--- src/logic/vid_adj_defines.svh ---
/*
 * video colour-adjust constants
 * widths, APB register map, reset values and pipeline depth
 */
`ifndef VID_ADJ_DEFINES_SVH
`define VID_ADJ_DEFINES_SVH

// datapath widths
`define VA_PIX_W            8
`define VA_COE_W            9
`define VA_COE_FRAC         6
`define VA_CNT_W            20
`define VA_LAT              5

// APB register map
`define VA_ADDR_CTRL        8'h00
`define VA_ADDR_CONTRAST    8'h04
`define VA_ADDR_BRIGHT      8'h08
`define VA_ADDR_CLIP_LO     8'h0C
`define VA_ADDR_CLIP_HI     8'h10

// unity gain in Q3.6, no offset
`define VA_CONTRAST_RST     9'd64
`define VA_BRIGHT_RST       8'sd0

`endif

--- src/logic/vid_adj_pkg.sv ---
/*
 * video colour-adjust types
 * video beat, coefficient set and APB request/response words
 */
`include "vid_adj_defines.svh"

package vid_adj_pkg;

    // --------------------
    // video stream
    // --------------------
    typedef struct packed {
        logic [`VA_PIX_W-1:0] r;
        logic [`VA_PIX_W-1:0] g;
        logic [`VA_PIX_W-1:0] b;
    } rgb_t;

    typedef struct packed {
        logic de;
        logic hs;
        logic vs;
        rgb_t pix;
    } vid_beat_t;

    // active coefficients, contrast is unsigned Q3.6
    typedef struct packed {
        logic [`VA_COE_W-1:0]        contrast;
        logic signed [`VA_PIX_W-1:0] bright;
        logic                        bypass;
    } adj_coef_t;

    // --------------------
    // APB
    // --------------------
    typedef struct packed {
        logic        psel;
        logic        penable;
        logic        pwrite;
        logic [7:0]  paddr;
        logic [31:0] pwdata;
    } apb_req_t;

    typedef struct packed {
        logic [31:0] prdata;
        logic        pready;
        logic        pslverr;
    } apb_rsp_t;

endpackage

--- src/logic/vid_adj_regs.sv ---
/*
 * colour-adjust register file
 * APB slave with staging registers for contrast, brightness and bypass,
 * read-only clip counts, and a shadow copy that follows the staging
 * values on each rising vsync so a frame never sees a partial update
 */
`timescale 1ns/1ps
`include "vid_adj_defines.svh"

module vid_adj_regs import vid_adj_pkg::*; (
    input  logic                 clk,
    input  logic                 rst_n_i,
    input  apb_req_t             apb_i,
    output apb_rsp_t             apb_o,
    input  logic                 vs_i,
    input  logic [`VA_CNT_W-1:0] clip_lo_cnt_i,
    input  logic [`VA_CNT_W-1:0] clip_hi_cnt_i,
    output adj_coef_t            coef_o
);

    localparam adj_coef_t COEF_RST = '{
        contrast: `VA_CONTRAST_RST,
        bright:   `VA_BRIGHT_RST,
        bypass:   1'b0
    };

    logic        setup;
    logic        access;
    logic        addr_hit;
    logic        addr_ro;
    logic [31:0] rdata;
    logic        wr_en;
    logic [31:0] prdata_q;
    logic        pslverr_q;
    adj_coef_t   stg_q;
    adj_coef_t   coef_q;
    logic        vs_d;
    logic        vs_rise;

    assign setup  = apb_i.psel & ~apb_i.penable;
    assign access = apb_i.psel & apb_i.penable;

    // --------------------
    // address decode
    // --------------------
    always_comb begin
        addr_hit = 1'b1;
        addr_ro  = 1'b0;
        rdata    = '0;
        case (apb_i.paddr)
            `VA_ADDR_CTRL:     rdata = 32'(stg_q.bypass);
            `VA_ADDR_CONTRAST: rdata = 32'(stg_q.contrast);
            // brightness reads back sign-extended
            `VA_ADDR_BRIGHT:   rdata = 32'($signed(stg_q.bright));
            `VA_ADDR_CLIP_LO: begin
                rdata   = 32'(clip_lo_cnt_i);
                addr_ro = 1'b1;
            end
            `VA_ADDR_CLIP_HI: begin
                rdata   = 32'(clip_hi_cnt_i);
                addr_ro = 1'b1;
            end
            default: addr_hit = 1'b0;
        endcase
    end

    assign wr_en = access & apb_i.pwrite & addr_hit & ~addr_ro;

    // staging registers, written at the end of the access cycle
    always_ff @(posedge clk) begin
        if (!rst_n_i) begin
            stg_q <= COEF_RST;
        end else if (wr_en) begin
            case (apb_i.paddr)
                `VA_ADDR_CTRL:     stg_q.bypass   <= apb_i.pwdata[0];
                `VA_ADDR_CONTRAST: stg_q.contrast <= apb_i.pwdata[`VA_COE_W-1:0];
                `VA_ADDR_BRIGHT:   stg_q.bright   <= apb_i.pwdata[`VA_PIX_W-1:0];
                default: ;
            endcase
        end
    end

    // --------------------
    // response
    // --------------------
    // decided in setup, presented during access
    always_ff @(posedge clk) begin
        if (!rst_n_i) begin
            pslverr_q <= 1'b0;
        end else begin
            pslverr_q <= setup & (~addr_hit | (apb_i.pwrite & addr_ro));
        end
    end

    always_ff @(posedge clk) begin
        if (setup) begin
            prdata_q <= rdata;
        end
    end

    assign apb_o.prdata  = prdata_q;
    assign apb_o.pready  = 1'b1;
    assign apb_o.pslverr = pslverr_q;

    // --------------------
    // vsync shadow
    // --------------------
    assign vs_rise = vs_i & ~vs_d;

    always_ff @(posedge clk) begin
        if (!rst_n_i) begin
            vs_d   <= 1'b0;
            coef_q <= COEF_RST;
        end else begin
            vs_d <= vs_i;
            if (vs_rise) begin
                coef_q <= stg_q;
            end
        end
    end

    assign coef_o = coef_q;

    // access phase only ever follows a setup phase
    a_penable_after_psel: assert property (@(posedge clk) disable iff (!rst_n_i)
        apb_i.penable |-> $past(apb_i.psel));

    // registered error must land in the access cycle of its transfer
    a_slverr_in_access: assert property (@(posedge clk) disable iff (!rst_n_i)
        apb_o.pslverr |-> access);

endmodule

--- src/logic/bc_pipe.sv ---
/*
 * brightness / contrast pipeline
 * five register stages per channel computing
 *   out = clamp((c * (p - 128) + 64 * (128 + b) + 32) >> 6)
 * with c unsigned Q3.6 and b signed; the input pixel rides a side
 * chain for bypass, and each output beat flags low or high clipping
 */
`timescale 1ns/1ps
`include "vid_adj_defines.svh"

module bc_pipe import vid_adj_pkg::*; (
    input  logic      clk,
    input  logic      rst_n_i,
    input  adj_coef_t coef_i,
    input  vid_beat_t vid_i,
    output vid_beat_t vid_o,
    output logic      clip_lo_o,
    output logic      clip_hi_o
);

    localparam int PIX_W  = `VA_PIX_W;
    localparam int FRAC   = `VA_COE_FRAC;
    localparam int PROD_W = `VA_COE_W + `VA_PIX_W;
    localparam int ACC_W  = PROD_W + 2;
    localparam int SR_W   = `VA_LAT - 1;
    localparam logic signed [ACC_W-1:0] ROUND_HALF = ACC_W'(1 << (FRAC - 1));

    logic [PIX_W-1:0]        pix_in [3];
    logic [PIX_W-1:0]        byp_pix [3];
    // arithmetic stages
    logic [PROD_W-1:0]       s0_prod [3];
    logic [PROD_W-1:0]       s0_c128;
    logic signed [ACC_W-1:0] s0_ofs;
    logic signed [ACC_W-1:0] s1_diff [3];
    logic signed [ACC_W-1:0] s1_ofs;
    logic signed [ACC_W-1:0] s2_sum [3];
    logic signed [ACC_W-1:0] s3_rnd [3];
    logic [PIX_W-1:0]        clamp_pix [3];
    logic                    any_lo;
    logic                    any_hi;
    // side chains, bit 0 is stage 0
    logic [SR_W-1:0]         de_sr;
    logic [SR_W-1:0]         hs_sr;
    logic [SR_W-1:0]         vs_sr;
    logic [SR_W-1:0]         byp_sr;
    rgb_t                    pix_sr [SR_W];
    // output stage
    logic                    out_de;
    logic                    out_hs;
    logic                    out_vs;
    logic [PIX_W-1:0]        out_pix [3];
    logic                    clip_lo_q;
    logic                    clip_hi_q;

    assign pix_in[0]  = vid_i.pix.r;
    assign pix_in[1]  = vid_i.pix.g;
    assign pix_in[2]  = vid_i.pix.b;
    assign byp_pix[0] = pix_sr[SR_W-1].r;
    assign byp_pix[1] = pix_sr[SR_W-1].g;
    assign byp_pix[2] = pix_sr[SR_W-1].b;

    // --------------------
    // clamp
    // --------------------
    // any high channel wins over a low one for the beat flag
    always_comb begin
        any_lo = 1'b0;
        any_hi = 1'b0;
        for (int ch = 0; ch < 3; ch++) begin
            if (s3_rnd[ch][ACC_W-1]) begin
                clamp_pix[ch] = '0;
                any_lo        = 1'b1;
            end else if (|s3_rnd[ch][ACC_W-2:FRAC+PIX_W]) begin
                clamp_pix[ch] = '1;
                any_hi        = 1'b1;
            end else begin
                clamp_pix[ch] = s3_rnd[ch][FRAC +: PIX_W];
            end
        end
    end

    // --------------------
    // datapath
    // --------------------
    always_ff @(posedge clk) begin
        for (int ch = 0; ch < 3; ch++) begin
            // stage 0: products against this beat's own contrast
            s0_prod[ch] <= PROD_W'(coef_i.contrast) * PROD_W'(pix_in[ch]);
            // stage 1: remove the mid-grey term
            s1_diff[ch] <= $signed(ACC_W'(s0_prod[ch])) - $signed(ACC_W'(s0_c128));
            // stage 2: offset, stage 3: round half up
            s2_sum[ch]  <= s1_diff[ch] + s1_ofs;
            s3_rnd[ch]  <= s2_sum[ch] + ROUND_HALF;
            // stage 4
            out_pix[ch] <= byp_sr[SR_W-1] ? byp_pix[ch] : clamp_pix[ch];
        end
        s0_c128 <= PROD_W'(coef_i.contrast) << (PIX_W - 1);
        s0_ofs  <= (ACC_W'(128) + ACC_W'($signed(coef_i.bright))) <<< FRAC;
        s1_ofs  <= s0_ofs;
        pix_sr[0] <= vid_i.pix;
        for (int i = 1; i < SR_W; i++) begin
            pix_sr[i] <= pix_sr[i-1];
        end
    end

    // timing and flags
    always_ff @(posedge clk) begin
        if (!rst_n_i) begin
            de_sr     <= '0;
            hs_sr     <= '0;
            vs_sr     <= '0;
            byp_sr    <= '0;
            out_de    <= 1'b0;
            out_hs    <= 1'b0;
            out_vs    <= 1'b0;
            clip_lo_q <= 1'b0;
            clip_hi_q <= 1'b0;
        end else begin
            de_sr     <= {de_sr[SR_W-2:0], vid_i.de};
            hs_sr     <= {hs_sr[SR_W-2:0], vid_i.hs};
            vs_sr     <= {vs_sr[SR_W-2:0], vid_i.vs};
            byp_sr    <= {byp_sr[SR_W-2:0], coef_i.bypass};
            out_de    <= de_sr[SR_W-1];
            out_hs    <= hs_sr[SR_W-1];
            out_vs    <= vs_sr[SR_W-1];
            clip_lo_q <= de_sr[SR_W-1] & ~byp_sr[SR_W-1] & any_lo & ~any_hi;
            clip_hi_q <= de_sr[SR_W-1] & ~byp_sr[SR_W-1] & any_hi;
        end
    end

    assign vid_o.de    = out_de;
    assign vid_o.hs    = out_hs;
    assign vid_o.vs    = out_vs;
    assign vid_o.pix.r = out_pix[0];
    assign vid_o.pix.g = out_pix[1];
    assign vid_o.pix.b = out_pix[2];
    assign clip_lo_o   = clip_lo_q;
    assign clip_hi_o   = clip_hi_q;

    // one flag per beat at most
    a_clip_excl: assert property (@(posedge clk) disable iff (!rst_n_i)
        !(clip_lo_o && clip_hi_o));

    // flags only ever mark active output pixels
    a_clip_de: assert property (@(posedge clk) disable iff (!rst_n_i)
        (clip_lo_o || clip_hi_o) |-> vid_o.de);

endmodule

--- src/logic/clip_stats.sv ---
/*
 * per-frame clip statistics
 * counts low-clipped and high-clipped output pixels, saturating,
 * and latches both counts on the rising vsync that ends a frame
 */
`timescale 1ns/1ps
`include "vid_adj_defines.svh"

module clip_stats (
    input  logic                 clk,
    input  logic                 rst_n_i,
    input  logic                 vs_i,
    input  logic                 clip_lo_i,
    input  logic                 clip_hi_i,
    output logic [`VA_CNT_W-1:0] clip_lo_cnt_o,
    output logic [`VA_CNT_W-1:0] clip_hi_cnt_o
);

    localparam int CNT_W = `VA_CNT_W;

    logic             vs_d;
    logic             vs_rise;
    // index 0 is low clip, 1 is high clip
    logic [1:0]       hit;
    logic [CNT_W-1:0] run_q [2];
    logic [CNT_W-1:0] lat_q [2];

    assign vs_rise = vs_i & ~vs_d;
    assign hit     = {clip_hi_i, clip_lo_i};

    // --------------------
    // counters
    // --------------------
    always_ff @(posedge clk) begin
        if (!rst_n_i) begin
            vs_d <= 1'b0;
            for (int i = 0; i < 2; i++) begin
                run_q[i] <= '0;
                lat_q[i] <= '0;
            end
        end else begin
            vs_d <= vs_i;
            for (int i = 0; i < 2; i++) begin
                if (vs_rise) begin
                    // frame boundary, a hit here belongs to the new frame
                    lat_q[i] <= run_q[i];
                    run_q[i] <= CNT_W'(hit[i]);
                end else if (hit[i] && (run_q[i] != '1)) begin
                    run_q[i] <= run_q[i] + 1'b1;
                end
            end
        end
    end

    // latched values hold until the next frame ends
    assign clip_lo_cnt_o = lat_q[0];
    assign clip_hi_cnt_o = lat_q[1];

endmodule

--- src/logic/vid_adj_top.sv ---
/*
 * video colour-adjust top level
 * APB register file, five-cycle brightness/contrast pipeline and
 * per-frame clip statistics
 */
`timescale 1ns/1ps
`include "vid_adj_defines.svh"

module vid_adj_top import vid_adj_pkg::*; (
    input  logic      clk,
    input  logic      rst_n_i,
    input  apb_req_t  apb_i,
    output apb_rsp_t  apb_o,
    input  vid_beat_t vid_i,
    output vid_beat_t vid_o
);

    adj_coef_t            coef;
    logic                 clip_lo;
    logic                 clip_hi;
    logic [`VA_CNT_W-1:0] clip_lo_cnt;
    logic [`VA_CNT_W-1:0] clip_hi_cnt;

    // shadow load follows vsync at the pipeline input
    vid_adj_regs u_regs (
        .clk           (clk),
        .rst_n_i       (rst_n_i),
        .apb_i         (apb_i),
        .apb_o         (apb_o),
        .vs_i          (vid_i.vs),
        .clip_lo_cnt_i (clip_lo_cnt),
        .clip_hi_cnt_i (clip_hi_cnt),
        .coef_o        (coef)
    );

    bc_pipe u_pipe (
        .clk       (clk),
        .rst_n_i   (rst_n_i),
        .coef_i    (coef),
        .vid_i     (vid_i),
        .vid_o     (vid_o),
        .clip_lo_o (clip_lo),
        .clip_hi_o (clip_hi)
    );

    // frame boundaries taken from the output side
    clip_stats u_stats (
        .clk           (clk),
        .rst_n_i       (rst_n_i),
        .vs_i          (vid_o.vs),
        .clip_lo_i     (clip_lo),
        .clip_hi_i     (clip_hi),
        .clip_lo_cnt_o (clip_lo_cnt),
        .clip_hi_cnt_o (clip_hi_cnt)
    );

endmodule

--- config.mk ---
export PLATFORM = sky130hd
export DESIGN_NAME = vid_adj_top
export DESIGN_NICKNAME = d
export VERILOG_FILES = /design/src/logic/vid_adj_pkg.sv /design/src/logic/vid_adj_regs.sv /design/src/logic/bc_pipe.sv /design/src/logic/clip_stats.sv /design/src/logic/vid_adj_top.sv
export VERILOG_INCLUDE_DIRS = /design/src /design/src/logic
export SDC_FILE = /design/constraint.sdc
export NUM_CORES = 1
export LEC_CHECK = 0
export BUFFER_PORTS_ARGS = -buffer_cell sky130_fd_sc_hd__buf_2
export CORE_MARGIN = 4
export CORE_UTILIZATION = 30
export DETAILED_ROUTE_END_ITERATION = 7
export MAX_ROUTING_LAYER = met4
export PLACE_DENSITY = 0.48
export SLEW_MARGIN = 0
export SYNTH_ARGS = -nofsm -noshare
export SYNTH_HDL_FRONTEND = slang
export SYNTH_SLANG_ARGS = --single-unit
--- constraint.sdc ---
create_clock -name clk -period 12 [get_ports clk]
set_input_delay 3.6 -clock clk [delete_from_list [all_inputs] [get_ports clk]]
set_output_delay 3.6 -clock clk [all_outputs]
set_load 0.005 [all_outputs]
==> results_dict.tcl, run 1 <==
set metrics [dict create \
    slew_headroom 0.1901 \
    fin_area_mm2 0.02590 \
    status "finished clean" \
    wire_per_inst_um 15.90 \
    min_period_over_period 0.6246 \
    worstMarginPinSlew_ps 1209 \
    h-tree-depth 2 \
    synth_common_cells "dfxtp_1 (360), inv_1 (227), and2_1 (188)" \
    fillers 7512 \
    max_freq_ghz 0.1334 \
    synth_area_leaders "dfxtp_1 (32%), edfxtp_1 (13%), fa_1 (11%)" \
    holdWs_ps 287.0 \
    syn_area_mm2 0.02267 \
    syn2layout_area_growth_pct 14.27 \
    yosys.area.top_type_share 0.3179 \
    arrival_ps 7960 \
    synth-main-ff-cell "dfxtp_1" \
    grt_max_degree 59 \
    setup_ws_ps 4504 \
    clkSinkCount 461 \
    clockRootBuffer "clkbuf_16" \
    crit_type "in2reg" \
    grt_pass1_vias 15090 \
    fp.dieH_um 282.9 \
    hold_violations 0 \
    antenna_found_initial 1 \
    syn_area_per_cell_um2 10.58 \
    port_buffers 108 \
    first_pass_iters 7 \
    hold_path_class "reg2reg" \
    synth_seq_cells 461 \
    synth_top_area_cell "dfxtp_1" \
    numCtsBuffers 50 \
    cp_max_fo 10 \
    ys_seq_area_frac 0.4517 \
    stdcell_count 3248 \
    worstReg2RegStart "u_regs.coef_o[10]" \
    async_flop_share 0 \
    power_leakage_nw 11.64 \
    worstSkewPairLatency_ps 600 \
    grt_overflow 0 \
    row_count 100 \
    clk_path_buf_depth 3 \
    grtUsageTotal 0.1336 \
    place_ws_ps 3835 \
    drtIter0Drc 779 \
    fin_setup_tns_ps 0 \
    setup_viol_count_final 0 \
    cts.clk_slew.worst_paths_ps 60 \
    crit_start "vid_i[15]" \
    end_kind "flop" \
    fin_crit_ps 7496 \
    fin_skew_ps 45.50 \
    ant_nets 0 \
    synth_edf_count 101 \
    syn-num-nets 2501 \
    maxCapViolCount 0 \
    ios 133 \
    yosysWarnings 0 \
    synth_cells 2142 \
    cts_tree "built" \
    die_area_mm2 0.08003 \
    vias_per_cell 4.502 \
    drive_gt1_frac 0.09570 \
    initial_utilization 0.3035 \
    ctsHoldBuffers 0 \
    die_x_um 282.9 \
    core_area_mm2 0.07470 \
    drcViolationCount 0 \
    slew_violations 0 \
    grt_pass1_wl_um 81030 \
    synth_most_common_cell "dfxtp_1" \
    power.density_mw_per_mm2 143.7 \
    ys_types 63 \
    rsz0062_at_grt "no" \
    min-delay-start "u_pipe.pix_sr[1][22]" \
    placed_cell_area_mm2 0.02413 \
    required_ps 12460 \
    vias 14620 \
    drt-total-wl_um 51640 \
    hpwl_um 37980 \
    fin_nets 2600 \
    peakVddDrop_v 0.0001014 \
    critPathLaunchType "primary input" \
    dp.cells 3158 \
    ctsResizeCount 0 \
    post_cts_buffers 0 \
    finalWeightedCongestion 0.8098 \
]
## cells in the final DEF (no fill, tap or decap), drive strengths merged, types with 8 or more instances in the layout
cell type | netlist | final
nand2 | 172 | 172
nor2 | 104 | 104
a221o | 11 | 11
and4 | 8 | 8
a21oi | 32 | 32
dfxtp | 360 | 360
clkinv | 0 | 12
inv | 227 | 229
and2 | 189 | 189
mux2i | 19 | 19
nor2b | 41 | 41
bufinv | 0 | 8
o21ai | 85 | 85
xor2 | 50 | 50
and3 | 73 | 73
ha | 158 | 158
a222oi | 10 | 10
edfxtp | 101 | 101
a21boi | 34 | 34
nor3 | 21 | 21
fa | 129 | 129
o21a | 9 | 9
nand4 | 15 | 15
clkbuf | 48 | 65
a21o | 12 | 12
buf | 25 | 120
xnor2 | 91 | 91
nand3 | 51 | 51
## sequential cells by signal, indices dropped and copies added (netlist names), 24 cells and up
register	flops
u_pipe.s1_diff	39
u_pipe.s0_prod	36
u_stats.lat_q	40
u_stats.run_q	40
u_pipe.s2_sum	42
u_pipe.out_pix	24
u_pipe.pix_sr	96
u_pipe.s3_rnd	39
## final timing paths
| path | depth (start not counted) | slack, ps | endpoint |
|---|---|---|---|
| min | 0 | 290 | u_pipe.pix_sr[2][22] |
| min reg2reg | 0 | 290 | u_pipe.pix_sr[2][22] |
| max | 17 | 4500 | u_pipe.s0_prod[0][33] |
| max reg2reg | 17 | 6780 | u_pipe.s0_prod[0][33] |
## critical path, stage by stage
cell and delay, ps:
buf_2 230, nand2_1 120, fa_1 520, fa_1 550, inv_1 60, fa_1 540
inv_1 60, fa_1 540, inv_1 40, ha_1 320, a21oi_1 170, o211ai_1 110
a31oi_1 210, o21ai_0 170, a31oi_1 280, o21bai_1 110, xnor2_1 330
## cell families (layout without fill, tap and decap cells)
| logic type | Yosys count | in the layout | share of synthesized area |
|---|---|---|---|
| xor gates and xnor gates | 141 | 141 | 0.05448 |
| DFF | 461 | 461 | 0.4517 |
| muxes | 19 | 19 | 0.008389 |
| other | 1 | 2 | 0.0001654 |
| buffers and inverters | 300 | 436 | 0.05448 |
| and+or+nand+nor | 699 | 699 | 0.1614 |
| adders and majority gates | 287 | 287 | 0.2011 |
| AOI/OAI and AO/OA | 234 | 234 | 0.06827 |
## power breakdown
part,internal (W),switching [W],leakage (nW),total [W]
Sequential,0.00172,0.0000668,4.03,0.00179
Combinational,0.000132,0.000169,6.75,0.000300
Clock,0.000995,0.000636,0.866,0.00163
Total,0.00285,0.000871,11.6,0.00372
## final cells by class
class                           count  area [um2]  area share
Multi-Input combinational cell   1381       11200      0.4323
Sequential cell                   461       10240      0.3953
Clock buffer                       65        1398     0.05395
Tap cell                          969        1212     0.04680
Inverter                          227       852.1     0.03289
Timing Repair Buffer              120       630.6     0.02434
Clock inverter                     24       371.6     0.01435
Antenna cell                        1       2.502  0.00009660
## stage by stage
step | power, W | util
6_report | 0.003721 | 0.3468
5_1_grt | 0.003895 | 0.3468
4_1_cts | 0.003780 | 0.3468
3_5_place_dp | 0.002130 | 0.3231
3_3_place_gp | 0.002122 | 0.3231
2_1_floorplan | 0.002000 | -
## layer usage
metal / GRT usage / routed length, um / vias up
met5: - / 0 / -
met4: 0.05004 / 1993 / 0
met3: 0.02304 / 1972 / 93
met2: 0.2332 / 25760 / 235
met1: 0.1540 / 21920 / 7060
li1: - / - / 7236
No activity file was read; power rests on OpenSTA's default activity.
==> inputs of run 2 (changes only) <==
- PLACE_DENSITY: 0.48 -> 0.5
- clock period: 12 -> 6.59 ns (I/O delays scaled with it)
==> results_dict.tcl, run 2 (synthesis gave the netlist of run 1 again) <==
set metrics [dict create \
    maxCapViolCount 0 \
    slew_violations 0 \
    setup_ws_ps 811.5 \
    clockRootBuffer "clkbuf_16" \
    wl_met1_um 21980 \
    p_clk_frac 0.416 \
    peakVddDrop_v 0.0001833 \
    clk_path_buf_depth 3 \
    crit_type "in2reg" \
    power_leakage_nw 11.59 \
    drtIter0Drc 662 \
    vias_per_cell 4.555 \
    post_cts_buffers 0 \
    numCtsBuffers 49 \
    arrival_ps 6260 \
    rsz0062_at_grt "no" \
    end_kind "flop" \
    worstMarginPinSlew_ps 1210 \
    setup_viol_count_final 0 \
    drive_gt1_frac 0.09553 \
    crit_chain "buf_2 -> nand2_1 -> fa_1 -> fa_1 -> inv_1 -> fa_1 -> inv_1 -> fa_1 -> inv_1 -> ha_1 -> a21oi_1 -> o211ai_1 -> a31oi_1 -> o21ai_0 -> a31oi_1 -> o21bai_1 -> xnor2_1" \
    fin_nets 2606 \
    die_x_um 282.9 \
    comb_power_share 0.084 \
    routed.top_layer "met4" \
    cts.clk_slew.worst_paths_ps 60 \
    grt_pass1_wl_um 81730 \
    grt_max_degree 59 \
    largest_reg_flops 96 \
    min_period_over_period 0.8769 \
    finalWeightedCongestion 0.8292 \
    required_ps 7070 \
    drt-total-wl_um 52270 \
    largest-register "u_pipe.pix_sr" \
    fin_area_mm2 0.02578 \
    ios 133 \
    status "finished clean" \
    grt_pass1_vias 15310 \
    rr_endpoint "u_pipe.s0_prod[0][33]" \
    hold_path_class "reg2reg" \
    fin_setup_tns_ps 0 \
    whs_path_depth 0 \
    holdPathEnd "u_pipe.pix_sr[1][20]" \
    vias 14830 \
    crit_slowest_cell "fa_1" \
    min-delay-start "u_pipe.pix_sr[0][20]" \
    initial_utilization 0.3035 \
    grtUsageTotal 0.1339 \
    r2r_slack_ps 1310 \
    final_common_cell "dfxtp_1" \
    place_ws_ps 222.5 \
    port_buffers 108 \
    crit_top_cell "fa_1" \
    antenna_found_initial 3 \
    reg2regPathDepth 17 \
    slew_headroom 0.1918 \
    netSwitchingFraction 0.2408 \
    seq_power_share 0.501 \
    wire_per_inst_um 16.05 \
    most-common-layout-cells "dfxtp_1 (360), inv_1 (227), and2_1 (188), nand2_1 (171), ha_1 (158)" \
    hold_violations 0 \
    fin_crit_ps 5779 \
    cts_tree "built" \
    clkSinkCount 461 \
    hpwl_um 38800 \
    h-tree-depth 2 \
    critPathLaunchType "primary input" \
    fin_skew_ps 30.54 \
    row_count 100 \
    reg.largest.list "u_pipe.pix_sr (96), u_pipe.s2_sum (42)" \
    fp.dieH_um 282.9 \
    max_freq_ghz 0.1731 \
    ant_nets 0 \
    p_switching_w 0.001568 \
    worstReg2RegStart "u_regs.coef_o[11]" \
    worstSkewPairLatency_ps 590 \
    p_int_w 0.004943 \
    max_stage_delay_ps 550 \
    drcViolationCount 0 \
    ctsResizeCount 0 \
    wl_met2_um 26950 \
    syn2layout_area_growth_pct 13.74 \
    grt_overflow 0 \
    die_area_mm2 0.08003 \
    fin_util 0.3452 \
    wl_met3_um 1814 \
    cp_max_fo 10 \
    first_pass_iters 7 \
    core_area_mm2 0.07470 \
    power.density_mw_per_mm2 252.5 \
    ctsHoldBuffers 0 \
    placed_cell_area_mm2 0.02418 \
]
[run 2: power groups by stage]
stage	Combinational (W)	Clock (W)	Sequential, W
after global routing	0.000617	0.00291	0.00329
after CTS	0.000555	0.00280	0.00326
after global placement	0.000543	0	0.00332
after floorplan	0.000356	0	0.00329
final	0.000545	0.00271	0.00326
after detailed placement	0.000551	0	0.00333
[run 2: worst max path at each step]
| stage | from | endpoint | slack [ps] |
|---|---|---|---|
| global route | vid_i[23] | u_pipe.s0_prod[0][16] | 570 |
| finish | vid_i[15] | u_pipe.s0_prod[0][33] | 810 |
| detailed placement | vid_i[23] | u_pipe.s0_prod[0][16] | 220 |
| floorplan | vid_i[7] | u_pipe.s0_prod[0][46] | 830 |
| CTS | vid_i[23] | u_pipe.s0_prod[0][16] | 810 |
| global placement | vid_i[23] | u_pipe.s0_prod[0][16] | 210 |
[run 2: critical path: cells and delay by family]
family,cells,cell delay [ps]
compound gates,6,1130
simple gates,1,130
buf+inv,4,400
fa+ha+maj,5,2470
xor+xnor,1,130
[run 2: area by class of cell]
| cell class | instances | area [um2] |
|---|---|---|
| Antenna cell | 5 | 12.51 |
| Clock buffer | 69 | 1396 |
| Fill cell | 7514 | 48910 |
| Multi-Input combinational cell | 1381 | 11200 |
| Timing Repair Buffer | 127 | 683.2 |
| Inverter | 227 | 852.1 |
| Tap cell | 969 | 1212 |
| Sequential cell | 461 | 10240 |
| Clock inverter | 17 | 191.4 |
[run 2: per-layer routing]
layer	global-route usage	vias to the layer above
li1	-	7257
met1	0.1546	7255
met2	0.2398	228
met3	0.02057	91
met4	0.04155	0
met5	-	-
[run 2: per-stage QoR]
step,power (W),cells,hold slack [ps]
2_1_floorplan,0.003643,2142,309.6
3_3_place_gp,0.003860,3165,310.5
3_5_place_dp,0.003877,3165,312.1
4_1_cts,0.006617,3251,292.3
5_1_grt,0.006817,3253,302.6
6_report,0.006511,3256,298.4
